--- src/genbus_pkg.sv ---
// Main bus shared types
package genbus_pkg;

	// ------------------------------------------------------------------------
	// Bus widths
	// ------------------------------------------------------------------------

	// 68000 word address, byte select carried by uds and lds
	typedef logic [23:1] bus_addr_t;
	typedef logic [15:0] bus_data_t;
	typedef logic [15:0] z80_addr_t;
	typedef logic [7:0]  z80_data_t;

	// Upper address bits of the Z80 banked window
	typedef logic [23:15] bank_t;

	// ------------------------------------------------------------------------
	// Requests and external bus
	// ------------------------------------------------------------------------

	// Byte enables are active high
	typedef struct packed {
		logic      valid;
		bus_addr_t addr;
		bus_data_t wdata;
		logic      rnw;
		logic      uds;
		logic      lds;
	} mreq_t;

	// Asel marks the lower half of the 68000 space
	typedef struct packed {
		bus_addr_t addr;
		bus_data_t wdata;
		logic      rnw;
		logic      uds;
		logic      lds;
		logic      asel;
	} ext_bus_t;

	typedef struct packed {
		logic      valid;
		z80_addr_t addr;
		z80_data_t wdata;
		logic      wr;
	} z80_req_t;

	// ------------------------------------------------------------------------
	// Decode and arbiter states
	// ------------------------------------------------------------------------

	typedef enum logic [1:0] {REG_ROM, REG_RAM, REG_CTRL, REG_NONE} region_t;

	typedef enum logic [2:0] {
		ST_IDLE, ST_SELECT, ST_ROM_WAIT, ST_RAM_WAIT,
		ST_RAM_READ, ST_RAM_WRITE, ST_NONE, ST_FINISH
	} mbus_state_t;

	// NOP opcode seen on an undriven bus
	localparam bus_data_t OPEN_BUS_RESET = 16'h4E71;

endpackage

--- src/region_decode.sv ---
// Bus region decoder
`timescale 1ns/10ps

module region_decode (
	input  genbus_pkg::bus_addr_t addr,
	input  logic                  cart_n,
	output genbus_pkg::region_t   region,
	output logic                  ce0_n,
	output logic                  rom_n,
	output logic                  ras2_n
);

	logic is_ctrl;

	// Only the words at A11100 and A11200
	assign is_ctrl = (addr[23:12] == 12'hA11) &&
		((addr[11:8] == 4'h1) || (addr[11:8] == 4'h2)) &&
		(addr[7:1] == 7'd0);

	always_comb begin
		if (!addr[23]) begin
			// 000000-7FFFFF
			region = genbus_pkg::REG_ROM;
		end else if (&addr[23:21]) begin
			// E00000-FFFFFF
			region = genbus_pkg::REG_RAM;
		end else if (is_ctrl) begin
			region = genbus_pkg::REG_CTRL;
		end else begin
			region = genbus_pkg::REG_NONE;
		end
	end

	// ------------------------------------------------------------------------
	// Cartridge chip selects
	// ------------------------------------------------------------------------

	// Lower or upper 4MB depending on cart_n
	assign ce0_n = ~(addr[23:22] == {1'b0, cart_n});

	// 2MB windows that swap with cart_n
	assign rom_n  = ~(addr[23:21] == {1'b0, ~cart_n, 1'b0});
	assign ras2_n = ~(addr[23:21] == {1'b0, ~cart_n, 1'b1});

endmodule

--- src/z80_bank_window.sv ---
// Z80 banked window
`timescale 1ns/10ps

module z80_bank_window #(
	parameter logic [7:0] BANK_PAGE = 8'h60
) (
	input  logic                  MCLK,
	input  logic                  reset,
	input  genbus_pkg::z80_req_t  z80_req,
	input  logic                  mbus_dtack,
	input  genbus_pkg::bus_data_t mbus_rdata,
	output genbus_pkg::mreq_t     mbus_req,
	output logic                  z80_done,
	output genbus_pkg::z80_data_t z80_rdata
);

	genbus_pkg::bank_t bank;
	logic              vdp_page;
	logic              to_mbus;
	logic              bank_wr;
	logic              local_done;

	// 7Fxx still goes out to the main bus at C000xx
	assign vdp_page = (z80_req.addr[15:8] == 8'h7F);
	assign to_mbus  = z80_req.addr[15] | vdp_page;

	// One shift per access, before the local acknowledge
	assign bank_wr = z80_req.valid & z80_req.wr & ~local_done &
		(z80_req.addr[15:8] == BANK_PAGE);

	// ------------------------------------------------------------------------
	// Translation into the 68000 space
	// ------------------------------------------------------------------------
	always_comb begin
		mbus_req.valid = z80_req.valid & to_mbus;
		if (z80_req.addr[15]) begin
			mbus_req.addr = {bank, z80_req.addr[14:1]};
		end else begin
			mbus_req.addr = {16'hC000, z80_req.addr[7:1]};
		end
		mbus_req.wdata = {z80_req.wdata, z80_req.wdata};
		mbus_req.rnw   = ~z80_req.wr;
		// Even byte sits on the upper lane
		mbus_req.uds = ~z80_req.addr[0];
		mbus_req.lds = z80_req.addr[0];
	end

	always_ff @(posedge MCLK) begin
		if (reset) begin
			bank       <= '0;
			local_done <= 1'b0;
		end else begin
			if (!z80_req.valid) begin
				local_done <= 1'b0;
			end else if (!to_mbus) begin
				local_done <= 1'b1;
			end
			if (bank_wr) begin
				bank <= {z80_req.wdata[0], bank[23:16]};
			end
		end
	end

	assign z80_done = local_done | mbus_dtack;

	// Nothing local is readable here
	assign z80_rdata = local_done ? 8'hFF :
		(z80_req.addr[0] ? mbus_rdata[7:0] : mbus_rdata[15:8]);

endmodule

--- src/ctrl_regs.sv ---
// Z80 control register
`timescale 1ns/10ps

module ctrl_regs (
	input  logic                  MCLK,
	input  logic                  reset,
	input  logic                  sel,
	input  genbus_pkg::ext_bus_t  bus,
	input  logic                  z80_busack,
	output logic                  z80_busreq,
	output logic                  z80_reset_n,
	output genbus_pkg::bus_data_t rdata
);

	logic wr_en;
	logic flag;

	// Upper byte writes only
	assign wr_en = sel & ~bus.rnw & bus.uds;

	always_ff @(posedge MCLK) begin
		if (reset) begin
			z80_busreq  <= 1'b0;
			z80_reset_n <= 1'b0;
		end else if (wr_en) begin
			if (bus.addr[8]) begin
				z80_busreq <= bus.wdata[8];
			end
			if (bus.addr[9]) begin
				z80_reset_n <= bus.wdata[8];
			end
		end
	end

	// A11100 reports busack, A11200 reports the reset line
	always_comb begin
		flag = 1'b0;
		if (bus.addr[8]) begin
			flag = z80_busack | ~z80_reset_n;
		end else if (bus.addr[9]) begin
			flag = z80_reset_n;
		end
	end

	assign rdata = {7'd0, flag, 8'd0};

endmodule

--- src/bus_arbiter.sv ---
// Main bus arbiter
`timescale 1ns/10ps

module bus_arbiter (
	input  logic                  MCLK,
	input  logic                  reset,
	input  genbus_pkg::mreq_t     cpu_req,
	input  genbus_pkg::mreq_t     z80_req,
	input  genbus_pkg::mreq_t     dma_req,
	input  genbus_pkg::region_t   region,
	input  logic                  rom_dtack,
	input  logic                  ram_rdy,
	input  genbus_pkg::bus_data_t rom_rdata,
	input  genbus_pkg::bus_data_t ctrl_rdata,
	output genbus_pkg::ext_bus_t  ext_bus,
	output logic                  cpu_dtack,
	output logic                  z80_dtack,
	output logic                  dma_dtack,
	output logic                  ram_ce_n,
	output logic                  ctrl_sel,
	output genbus_pkg::bus_data_t rdata
);

	typedef enum logic [1:0] {SRC_CPU, SRC_Z80, SRC_DMA} src_t;

	localparam genbus_pkg::ext_bus_t EXT_IDLE = '{addr: '0, wdata: '0, rnw: 1'b1,
		uds: 1'b0, lds: 1'b0, asel: 1'b0};

	genbus_pkg::mbus_state_t state;
	src_t                    src;
	src_t                    win_src;
	genbus_pkg::mreq_t       win;
	logic                    cur_valid;
	logic [2:0]              src_hot;
	logic [2:0]              dtack_q;
	logic                    rom_sel;
	logic                    ram_sel;
	genbus_pkg::bus_data_t   open_bus;

	// CPU first, then Z80, then DMA
	always_comb begin
		win_src = SRC_DMA;
		win     = dma_req;
		if (cpu_req.valid) begin
			win_src = SRC_CPU;
			win     = cpu_req;
		end else if (z80_req.valid) begin
			win_src = SRC_Z80;
			win     = z80_req;
		end
	end

	always_comb begin
		case (src)
			SRC_CPU: cur_valid = cpu_req.valid;
			SRC_Z80: cur_valid = z80_req.valid;
			default: cur_valid = dma_req.valid;
		endcase
	end

	assign src_hot = {src == SRC_DMA, src == SRC_Z80, src == SRC_CPU};

	// ------------------------------------------------------------------------
	// Bus state machine
	// ------------------------------------------------------------------------
	always_ff @(posedge MCLK) begin
		if (reset) begin
			state    <= genbus_pkg::ST_IDLE;
			src      <= SRC_CPU;
			dtack_q  <= '0;
			rom_sel  <= 1'b0;
			ram_sel  <= 1'b0;
			ctrl_sel <= 1'b0;
			ext_bus  <= EXT_IDLE;
			open_bus <= genbus_pkg::OPEN_BUS_RESET;
		end else begin
			case (state)
				genbus_pkg::ST_IDLE: begin
					if (win.valid) begin
						src     <= win_src;
						ext_bus <= '{addr: win.addr, wdata: win.wdata, rnw: win.rnw,
							uds: win.uds, lds: win.lds, asel: ~win.addr[23]};
						state   <= genbus_pkg::ST_SELECT;
					end
				end
				genbus_pkg::ST_SELECT: begin
					case (region)
						genbus_pkg::REG_ROM: begin
							rom_sel <= 1'b1;
							state   <= genbus_pkg::ST_ROM_WAIT;
						end
						genbus_pkg::REG_RAM: begin
							ram_sel <= 1'b1;
							state   <= genbus_pkg::ST_RAM_WAIT;
						end
						genbus_pkg::REG_CTRL: begin
							ctrl_sel <= 1'b1;
							dtack_q  <= src_hot;
							state    <= genbus_pkg::ST_FINISH;
						end
						default: begin
							state <= genbus_pkg::ST_NONE;
						end
					endcase
				end
				genbus_pkg::ST_ROM_WAIT: begin
					if (rom_dtack) begin
						dtack_q <= src_hot;
						state   <= genbus_pkg::ST_FINISH;
					end
				end
				genbus_pkg::ST_RAM_WAIT: begin
					// RAM accepts the cycle by pulling ready low
					if (!ram_rdy) begin
						state <= ext_bus.rnw ? genbus_pkg::ST_RAM_READ : genbus_pkg::ST_RAM_WRITE;
					end
				end
				genbus_pkg::ST_RAM_READ: begin
					if (ram_rdy) begin
						dtack_q <= src_hot;
						state   <= genbus_pkg::ST_FINISH;
					end
				end
				genbus_pkg::ST_RAM_WRITE, genbus_pkg::ST_NONE: begin
					dtack_q <= src_hot;
					state   <= genbus_pkg::ST_FINISH;
				end
				genbus_pkg::ST_FINISH: begin
					// Hold until the owner releases its request
					if (!cur_valid) begin
						dtack_q  <= '0;
						rom_sel  <= 1'b0;
						ram_sel  <= 1'b0;
						ctrl_sel <= 1'b0;
						ext_bus  <= EXT_IDLE;
						state    <= genbus_pkg::ST_IDLE;
						if (src == SRC_CPU) begin
							open_bus <= rdata;
						end
					end
				end
				default: begin
					state <= genbus_pkg::ST_IDLE;
				end
			endcase
		end
	end

	// ROM and RAM share the external data bus
	always_comb begin
		if (rom_sel || ram_sel) begin
			rdata = rom_rdata;
		end else if (ctrl_sel) begin
			rdata = ctrl_rdata;
		end else begin
			rdata = open_bus;
		end
	end

	assign cpu_dtack = dtack_q[0];
	assign z80_dtack = dtack_q[1];
	assign dma_dtack = dtack_q[2];
	assign ram_ce_n  = ~ram_sel;

endmodule

--- src/genbus_top.sv ---
// Main bus top level
`timescale 1ns/10ps

module genbus_top #(
	parameter logic [7:0] BANK_PAGE = 8'h60
) (
	input  logic                  MCLK,
	input  logic                  reset,
	input  logic                  cart_n,
	input  genbus_pkg::mreq_t     cpu_req,
	input  genbus_pkg::mreq_t     dma_req,
	input  genbus_pkg::z80_req_t  z80_req,
	input  logic                  rom_dtack,
	input  logic                  ram_rdy,
	input  genbus_pkg::bus_data_t rom_rdata,
	input  logic                  z80_busack,
	output genbus_pkg::ext_bus_t  ext_bus,
	output logic                  ce0_n,
	output logic                  rom_n,
	output logic                  ras2_n,
	output logic                  ram_ce_n,
	output logic                  cpu_dtack,
	output logic                  dma_dtack,
	output genbus_pkg::bus_data_t cpu_rdata,
	output logic                  z80_done,
	output genbus_pkg::z80_data_t z80_rdata,
	output logic                  z80_busreq,
	output logic                  z80_reset_n
);

	genbus_pkg::region_t   region;
	genbus_pkg::mreq_t     z80_mreq;
	genbus_pkg::bus_data_t ctrl_rdata;
	logic                  z80_dtack;
	logic                  ctrl_sel;

	region_decode decode_i (
		.addr   (ext_bus.addr),
		.cart_n (cart_n),
		.region (region),
		.ce0_n  (ce0_n),
		.rom_n  (rom_n),
		.ras2_n (ras2_n)
	);

	z80_bank_window #(.BANK_PAGE(BANK_PAGE)) window_i (
		.MCLK       (MCLK),
		.reset      (reset),
		.z80_req    (z80_req),
		.mbus_dtack (z80_dtack),
		.mbus_rdata (cpu_rdata),
		.mbus_req   (z80_mreq),
		.z80_done   (z80_done),
		.z80_rdata  (z80_rdata)
	);

	ctrl_regs ctrl_i (
		.MCLK        (MCLK),
		.reset       (reset),
		.sel         (ctrl_sel),
		.bus         (ext_bus),
		.z80_busack  (z80_busack),
		.z80_busreq  (z80_busreq),
		.z80_reset_n (z80_reset_n),
		.rdata       (ctrl_rdata)
	);

	// Shared read data goes to every requester
	bus_arbiter arbiter_i (
		.MCLK       (MCLK),
		.reset      (reset),
		.cpu_req    (cpu_req),
		.z80_req    (z80_mreq),
		.dma_req    (dma_req),
		.region     (region),
		.rom_dtack  (rom_dtack),
		.ram_rdy    (ram_rdy),
		.rom_rdata  (rom_rdata),
		.ctrl_rdata (ctrl_rdata),
		.ext_bus    (ext_bus),
		.cpu_dtack  (cpu_dtack),
		.z80_dtack  (z80_dtack),
		.dma_dtack  (dma_dtack),
		.ram_ce_n   (ram_ce_n),
		.ctrl_sel   (ctrl_sel),
		.rdata      (cpu_rdata)
	);

endmodule

--- config.mk ---
export PLATFORM = sky130hd
export DESIGN_NAME = genbus_top
export DESIGN_NICKNAME = d
export VERILOG_FILES = /design/src/genbus_pkg.sv /design/src/region_decode.sv /design/src/z80_bank_window.sv /design/src/ctrl_regs.sv /design/src/bus_arbiter.sv /design/src/genbus_top.sv
export SDC_FILE = /design/constraint.sdc
export NUM_CORES = 1
export LEC_CHECK = 0
export BUFFER_PORTS_ARGS = -buffer_cell sky130_fd_sc_hd__buf_2
export CORE_MARGIN = 2
export CORE_UTILIZATION = 40
export CTS_BUF_LIST = sky130_fd_sc_hd__clkbuf_4
export CTS_CLUSTER_DIAMETER = 120
export DETAILED_ROUTE_END_ITERATION = 16
export PLACE_DENSITY = 0.7
export SYNTH_ARGS = -nofsm -noshare
export SYNTH_HDL_FRONTEND = slang
export SYNTH_SLANG_ARGS = --single-unit
--- constraint.sdc ---
create_clock -name MCLK -period 3.6 [get_ports MCLK]
set_input_delay 0.36 -clock MCLK [delete_from_list [all_inputs] [get_ports MCLK]]
set_output_delay 0.36 -clock MCLK [all_outputs]
set_load 0.005 [all_outputs]
After elaboration in Yosys (flattened, before gate mapping)
Cells that the tools add are included.

storage, ports and cells
  register bits = 82
  input bits = 134
  output and inout port bits = 76
  word-level logic and storage cells = 127

operators by class
  equality and inequality tests = 27
  multiplexer cells = 37
  bitwise gates (word level) = 22
  reduce and logical (&&, ||, !) cells = 24

operators with widths
  kind                                                             number
  43-bit 2-to-1 mux                                                4
  43-bit one-hot mux with 2 select lines                           1
  16-bit 2-to-1 mux                                                2
  3-bit 2-to-1 mux                                                 8
  23-bit 2-to-1 mux                                                1
  3-bit one-hot mux with 7 select lines                            1
  3-bit AND reduction                                              6
  8-bit by 7-bit == test with 1-bit output, second input constant  2
  8-bit 2-to-1 mux                                                 2
  3-bit one-hot mux with 5 select lines                            1
  1-bit NOT                                                        13
  12-bit == test, second input constant                            1
  3-bit == test, second input constant                             4
  5-bit AND reduction                                              2
  3-bit one-hot mux with 3 select lines                            1
  1-bit 2-to-1 mux                                                 8
  2-bit 2-to-1 mux                                                 4
  2-bit by 1-bit != test with 1-bit output, second input constant  4
  2-bit != test, second input constant                             4
  1-bit one-hot mux with 2 select lines                            4
  7-bit logical NOT                                                1
  1-bit AND                                                        6
  3-bit by 2-bit == test with 1-bit output                         2
  3-bit by 2-bit == test with 1-bit output, second input constant  2
  15 further kinds                                                 26

Longest topological paths before layout
  word-level depth = 10
  mapped depth = 9
  mapped depth without buffers = 9

By module
A second synthesis with hierarchy kept.

second synthesis, totals
  cells, all modules = 643
  area total of the unflattened synthesis = 5,366.4 µm²

modules (own cells, without submodules)
  module           times used  cells each  area each (µm²)  seq. area each (µm²)
  bus_arbiter      1           496         4,129.0          1,401.3
  z80_bank_window  1           103         879.6            200.2
  ctrl_regs        1           29          236.5            40.0
  region_decode    1           15          121.4            0.0

Worst setup path before layout
No wires, ideal clock.

  kind = register to register
  from = reg arbiter_i.ext_bus[32] (netlist name)
  to = reg arbiter_i.dtack_q[0]
  setup time = 0.132 ns
  data arrival time = 1.767 ns
  required time = 3.468 ns
  slack = 1.701 ns
  cell stages (with the launch flop) = 10
  buffers on the path = 0
  period minus slack after synthesis = 1.899 ns
  cell sequence = dfxtp_1 > nor4b_1 > nand4_1 > o21ai_0 > ha_1 > nor2b_1 > o21ai_0 > and3_1 > o21ai_0 > a21oi_1

between the ends
  word-level cells in the longest chain between the ends = 9

ends and longest elaborated chain
  what                                                       RTL line             source
  12-bit == test                                             region_decode.sv:16  assign is_ctrl = (addr[23:12] == 12'hA11) &&
  1-bit logical AND                                          region_decode.sv:16
  1-bit logical AND                                          region_decode.sv:17  ((addr[11:8] == 4'h1) || (addr[11:8] == 4'h2)) &&
  1-bit 2-to-1 mux                                           region_decode.sv:27  end else if (is_ctrl) begin
  2-bit 2-to-1 mux                                           region_decode.sv:24  end else if (&addr[23:21]) begin
  2-bit 2-to-1 mux                                           region_decode.sv:21  if (!addr[23]) begin
  2-bit == test                                              bus_arbiter.sv:87    case (region)
  2-bit by 1-bit != test with 1-bit output (no source line)  n/a
  5-bit AND reduction (no source line)                       n/a
  end signal, assigned                                       bus_arbiter.sv:98    dtack_q <= src_hot;
  end signal, assigned                                       bus_arbiter.sv:108   dtack_q <= src_hot;
  end signal, assigned                                       bus_arbiter.sv:120   dtack_q <= src_hot;
  end, declared                                              bus_arbiter.sv:35    logic [2:0] dtack_q;

Every way passes these cells.
A chain may end at the register's enable or synchronous reset.

Worst setup path after layout
  from = reg arbiter_i.ext_bus[27] (netlist name)
  to = reg arbiter_i.dtack_q[0]

between the ends
  word-level cells in the longest chain between the ends = 10
  elaborated cells between the ends (all ways) = 11
  classes of those cells = eq/ne: 4; mux: 3; reduce/logical: 4

ends and longest elaborated chain
  what                                                                                                         RTL line
  4-bit by 1-bit == test with 1-bit output / 4-bit by 2-bit == test with 1-bit output (equally long branches)  region_decode.sv:17
  1-bit logical OR (*)                                                                                         region_decode.sv:17
  1-bit logical AND (*)                                                                                        region_decode.sv:16
  1-bit logical AND (*)                                                                                        region_decode.sv:17
  1-bit 2-to-1 mux (*)                                                                                         region_decode.sv:27
  2-bit 2-to-1 mux (*)                                                                                         region_decode.sv:24
  2-bit 2-to-1 mux (*)                                                                                         region_decode.sv:21
  2-bit == test (*)                                                                                            bus_arbiter.sv:87
  2-bit by 1-bit != test with 1-bit output (no source line) (*)                                                n/a
  5-bit AND reduction (no source line) (*)                                                                     n/a

Mark *: on every way between the ends. The rest lies on a longest branch, timed or not.

==> results_dict.tcl <==
set metrics [dict create \
    finalCriticalPeriod_ns 2.57 \
    synth_compound_area_share_pct 28.1 \
    synth_top_family_by_area "compound AO/OA/AOI/OAI gates" \
    wl_per_cell_um 17.6 \
    reg2reg_from "arbiter_i.ext_bus[27]" \
    worstHoldStart "z80_req[16]" \
    hold_viol 0 \
    layout.nets 860 \
    min_to "arbiter_i.ext_bus[26]" \
    syn_nets 680 \
    critPathLaunchType "flop" \
    synth.avg_cell_area_um2 8.45 \
    initialDrtViolationCount 329 \
    postCtsHoldBufs 0 \
    hold_depth 3 \
    total_power_w 0.00268 \
    num_vias 4957 \
    antenna_found_initial 0 \
    post-route-period-util_pct 71.5 \
    dp_slack_ns 0.979 \
    drc 0 \
    avgViaCountPerCell 5.69 \
    cts_sinks 82 \
    skew_ns 0.0167 \
    grt_max_degree 100 \
    cp-startpoint "arbiter_i.ext_bus[27]" \
    ys_ff_latch 82 \
    synth_fa_ha_area_share_pct 0.818 \
    timing.fmax_mhz 388 \
    cts_tree "done" \
    min_path_type "primary input to flop" \
    ir_drop_mv 0.200 \
    required_ns 3.86 \
    fp.dieW_um 111 \
    cts_setup_buffers 0 \
    grt_pass1_wl_mm 23.8 \
    drv_cap 0 \
    clk_path_buf_depth 2 \
    synth_simple_gate_area_share_pct 22.3 \
    ff2ff_path_depth 9 \
    area_delta_synth_final_pct 26.2 \
    top_level_ports 210 \
    grt_pass1_vias 4656 \
    ys_async_sr_fraction_pct 0 \
    gp_congestion 0.971 \
    rsz0062_at_grt "no" \
    setup_violations 0 \
    drive_above_1_share_pct 35.0 \
    htreeDepth 3 \
    reg2reg_slack_ns 1.03 \
    ys_top_cells_by_area "dfxtp_1 36%, o32ai_1 6.1%, a221oi_1 4.4%" \
    core_area_mm2 0.0113 \
    critPathCaptureType "flop" \
    path_max_fanout 7 \
    cts_resized 0 \
    maxSlewViolCount 0 \
    ctsRootBufferMaster "clkbuf_4" \
    synth_warnings 0 \
    dieArea_mm2 0.0123 \
    ys_seq_area_share_pct 35.8 \
    tns_ns 0 \
    worstMarginPinSlew_ns 1.06 \
    cts_buffers 9 \
    r2r_end "arbiter_i.dtack_q[0]" \
    antenna_cells 0 \
    path_clk_slew_ns 0.14 \
    port_buffers 209 \
    grt_util_all_layers_pct 23.6 \
    crit_arrival_ns 2.83 \
    ys_types 54 \
    yosys.area.top_type "dfxtp_1" \
    synth_xor_area_share_pct 0.382 \
    status "finished clean" \
    powerDensity_mw_per_mm2 464 \
    p_leak_nw 2.63 \
    grt_overflow 0 \
    netlist_area_mm2 0.00459 \
    num_rows 39 \
    ant_nets 0 \
    criticalPathCategory "flop to flop" \
    setup_slack_ns 1.03 \
    initial_utilization_pct 40.5 \
    drt_first_pass_iters 7 \
    hpwl_mm 11.5 \
    clkLatencyLatePin_ns 0.42 \
    slew_headroom_pct 29.2 \
    die-height_um 111 \
    synthCells 543 \
    synth-main-ff-cell "dfxtp_1" \
    synth_edf_count 0 \
    synth.area.mux_share_pct 4.55 \
    wl_mm 15.3 \
    synth_top_area_share_pct 35.8 \
]
flip-flops by register name (all words and copies together) (netlist names):
name and count:
arbiter_i.ctrl_sel 1, arbiter_i.dtack_q 3, arbiter_i.ext_bus 43, arbiter_i.open_bus 16, arbiter_i.ram_sel 1, arbiter_i.rom_sel 1
arbiter_i.src 2, arbiter_i.state 3, ctrl_i.z80_busreq 1, ctrl_i.z80_reset_n 1, window_i.bank 9, window_i.local_done 1
per-layer routing:
| metal | share of wire [%] | up-vias | track usage [%] |
|---|---|---|---|
| met2 | 49 | 210 | 40.8 |
| met1 | 42 | 2324 | 29.6 |
| met3 | 5.9 | 30 | 3.77 |
| met4 | 2.6 | 0 | 9.22 |
| li1 | - | 2393 | - |
| met5 | 0 | - | 0 |
stage by stage:
| stage | utilization (%) | hold slack, ns | area (µm²) | cells |
|---|---|---|---|---|
| 2_1_floorplan | - | 0.427 | 4590 | 543 |
| 3_3_place_gp | 49.9 | 0.434 | 5650 | 855 |
| 3_5_place_dp | 49.9 | 0.449 | 5650 | 855 |
| 4_1_cts | 51.1 | 0.184 | 5790 | 871 |
| 5_1_grt | 51.1 | 0.183 | 5790 | 871 |
| 6_report | 51.1 | 0.207 | 5790 | 871 |
how the worst max path moves through the flow:
stage	endpoint	slack, ns	depth (start not counted)
2_1_floorplan	arbiter_i.dtack_q[0]	1.70	9
3_3_place_gp	arbiter_i.ext_bus[8]	1.11	6
3_5_place_dp	arbiter_i.ext_bus[14]	0.98	6
4_1_cts	arbiter_i.dtack_q[0]	1.05	9
5_1_grt	arbiter_i.dtack_q[1]	0.83	9
6_report	arbiter_i.dtack_q[0]	1.03	9
synth_stat cells (4+ instances only):
master and instances:
a211o_1 4, a211oi_1 6, a21oi_1 19, a221oi_1 23
a222oi_1 17, a22o_1 7, and3_1 17, buf_2 8
clkbuf_1 32, dfxtp_1 82, inv_1 40, mux2i_1 15
nand2_1 44, nand2b_1 26, nand3_1 8, nand3b_1 6
nand4_1 4, nor2_1 42, nor2b_1 4, nor3_1 15
nor3b_1 10, nor4_1 4, o21ai_0 22, o32ai_1 32
o32ai_2 9
area by class of cell:
cell class / count / area [µm²]
fill: 1099 / 5530
sequential: 82 / 1640
clock buffer: 9 / 67.6
timing repair buffer: 215 / 1090
clock inverter: 7 / 68.8
multi-input combinational: 374 / 2590
tap: 143 / 179
inverter: 41 / 154
power breakdown:
group          internal [W]  total [W]  switching (W)
Clock              0.000211   0.000536       0.000325
Combinational      0.000433   0.000991       0.000558
Sequential          0.00103    0.00116       0.000130
worst max-delay path, stage by stage, from the launching register on:
cell     delay [ns]
dfxtp_1        0.53
xor2_1         0.19
nand4_1        0.11
o21ai_0        0.58
ha_1           0.29
nor2b_1        0.13
o21ai_0        0.11
and3_1         0.21
o21ai_0        0.18
a21oi_1        0.08
cell families (layout without fill, tap and decap cells):
| kind of cell | Yosys count | in the layout |
|---|---|---|
| buffers and inverters | 87 | 272 |
| xor gates and xnor gates | 2 | 2 |
| DFF | 82 | 82 |
| adders and majority gates | 3 | 3 |
| muxes | 20 | 20 |
| AOI/OAI and AO/OA | 155 | 155 |
| and+or+nand+nor | 194 | 194 |
layout by cell type (no fill, tap or decap), drive strengths merged, types with 10 or more instances in the layout:
cell | synthesis | final
a222oi | 17 | 17
dfxtp | 82 | 82
inv | 41 | 42
and3 | 17 | 17
nor3 | 17 | 17
nand2b | 26 | 26
nand2 | 45 | 45
a221oi | 23 | 23
o32ai | 41 | 41
mux2i | 16 | 16
o21ai | 24 | 24
nor2 | 42 | 42
buf | 14 | 215
nor3b | 10 | 10
a21oi | 19 | 19
(Power assumes the default switching activity.)
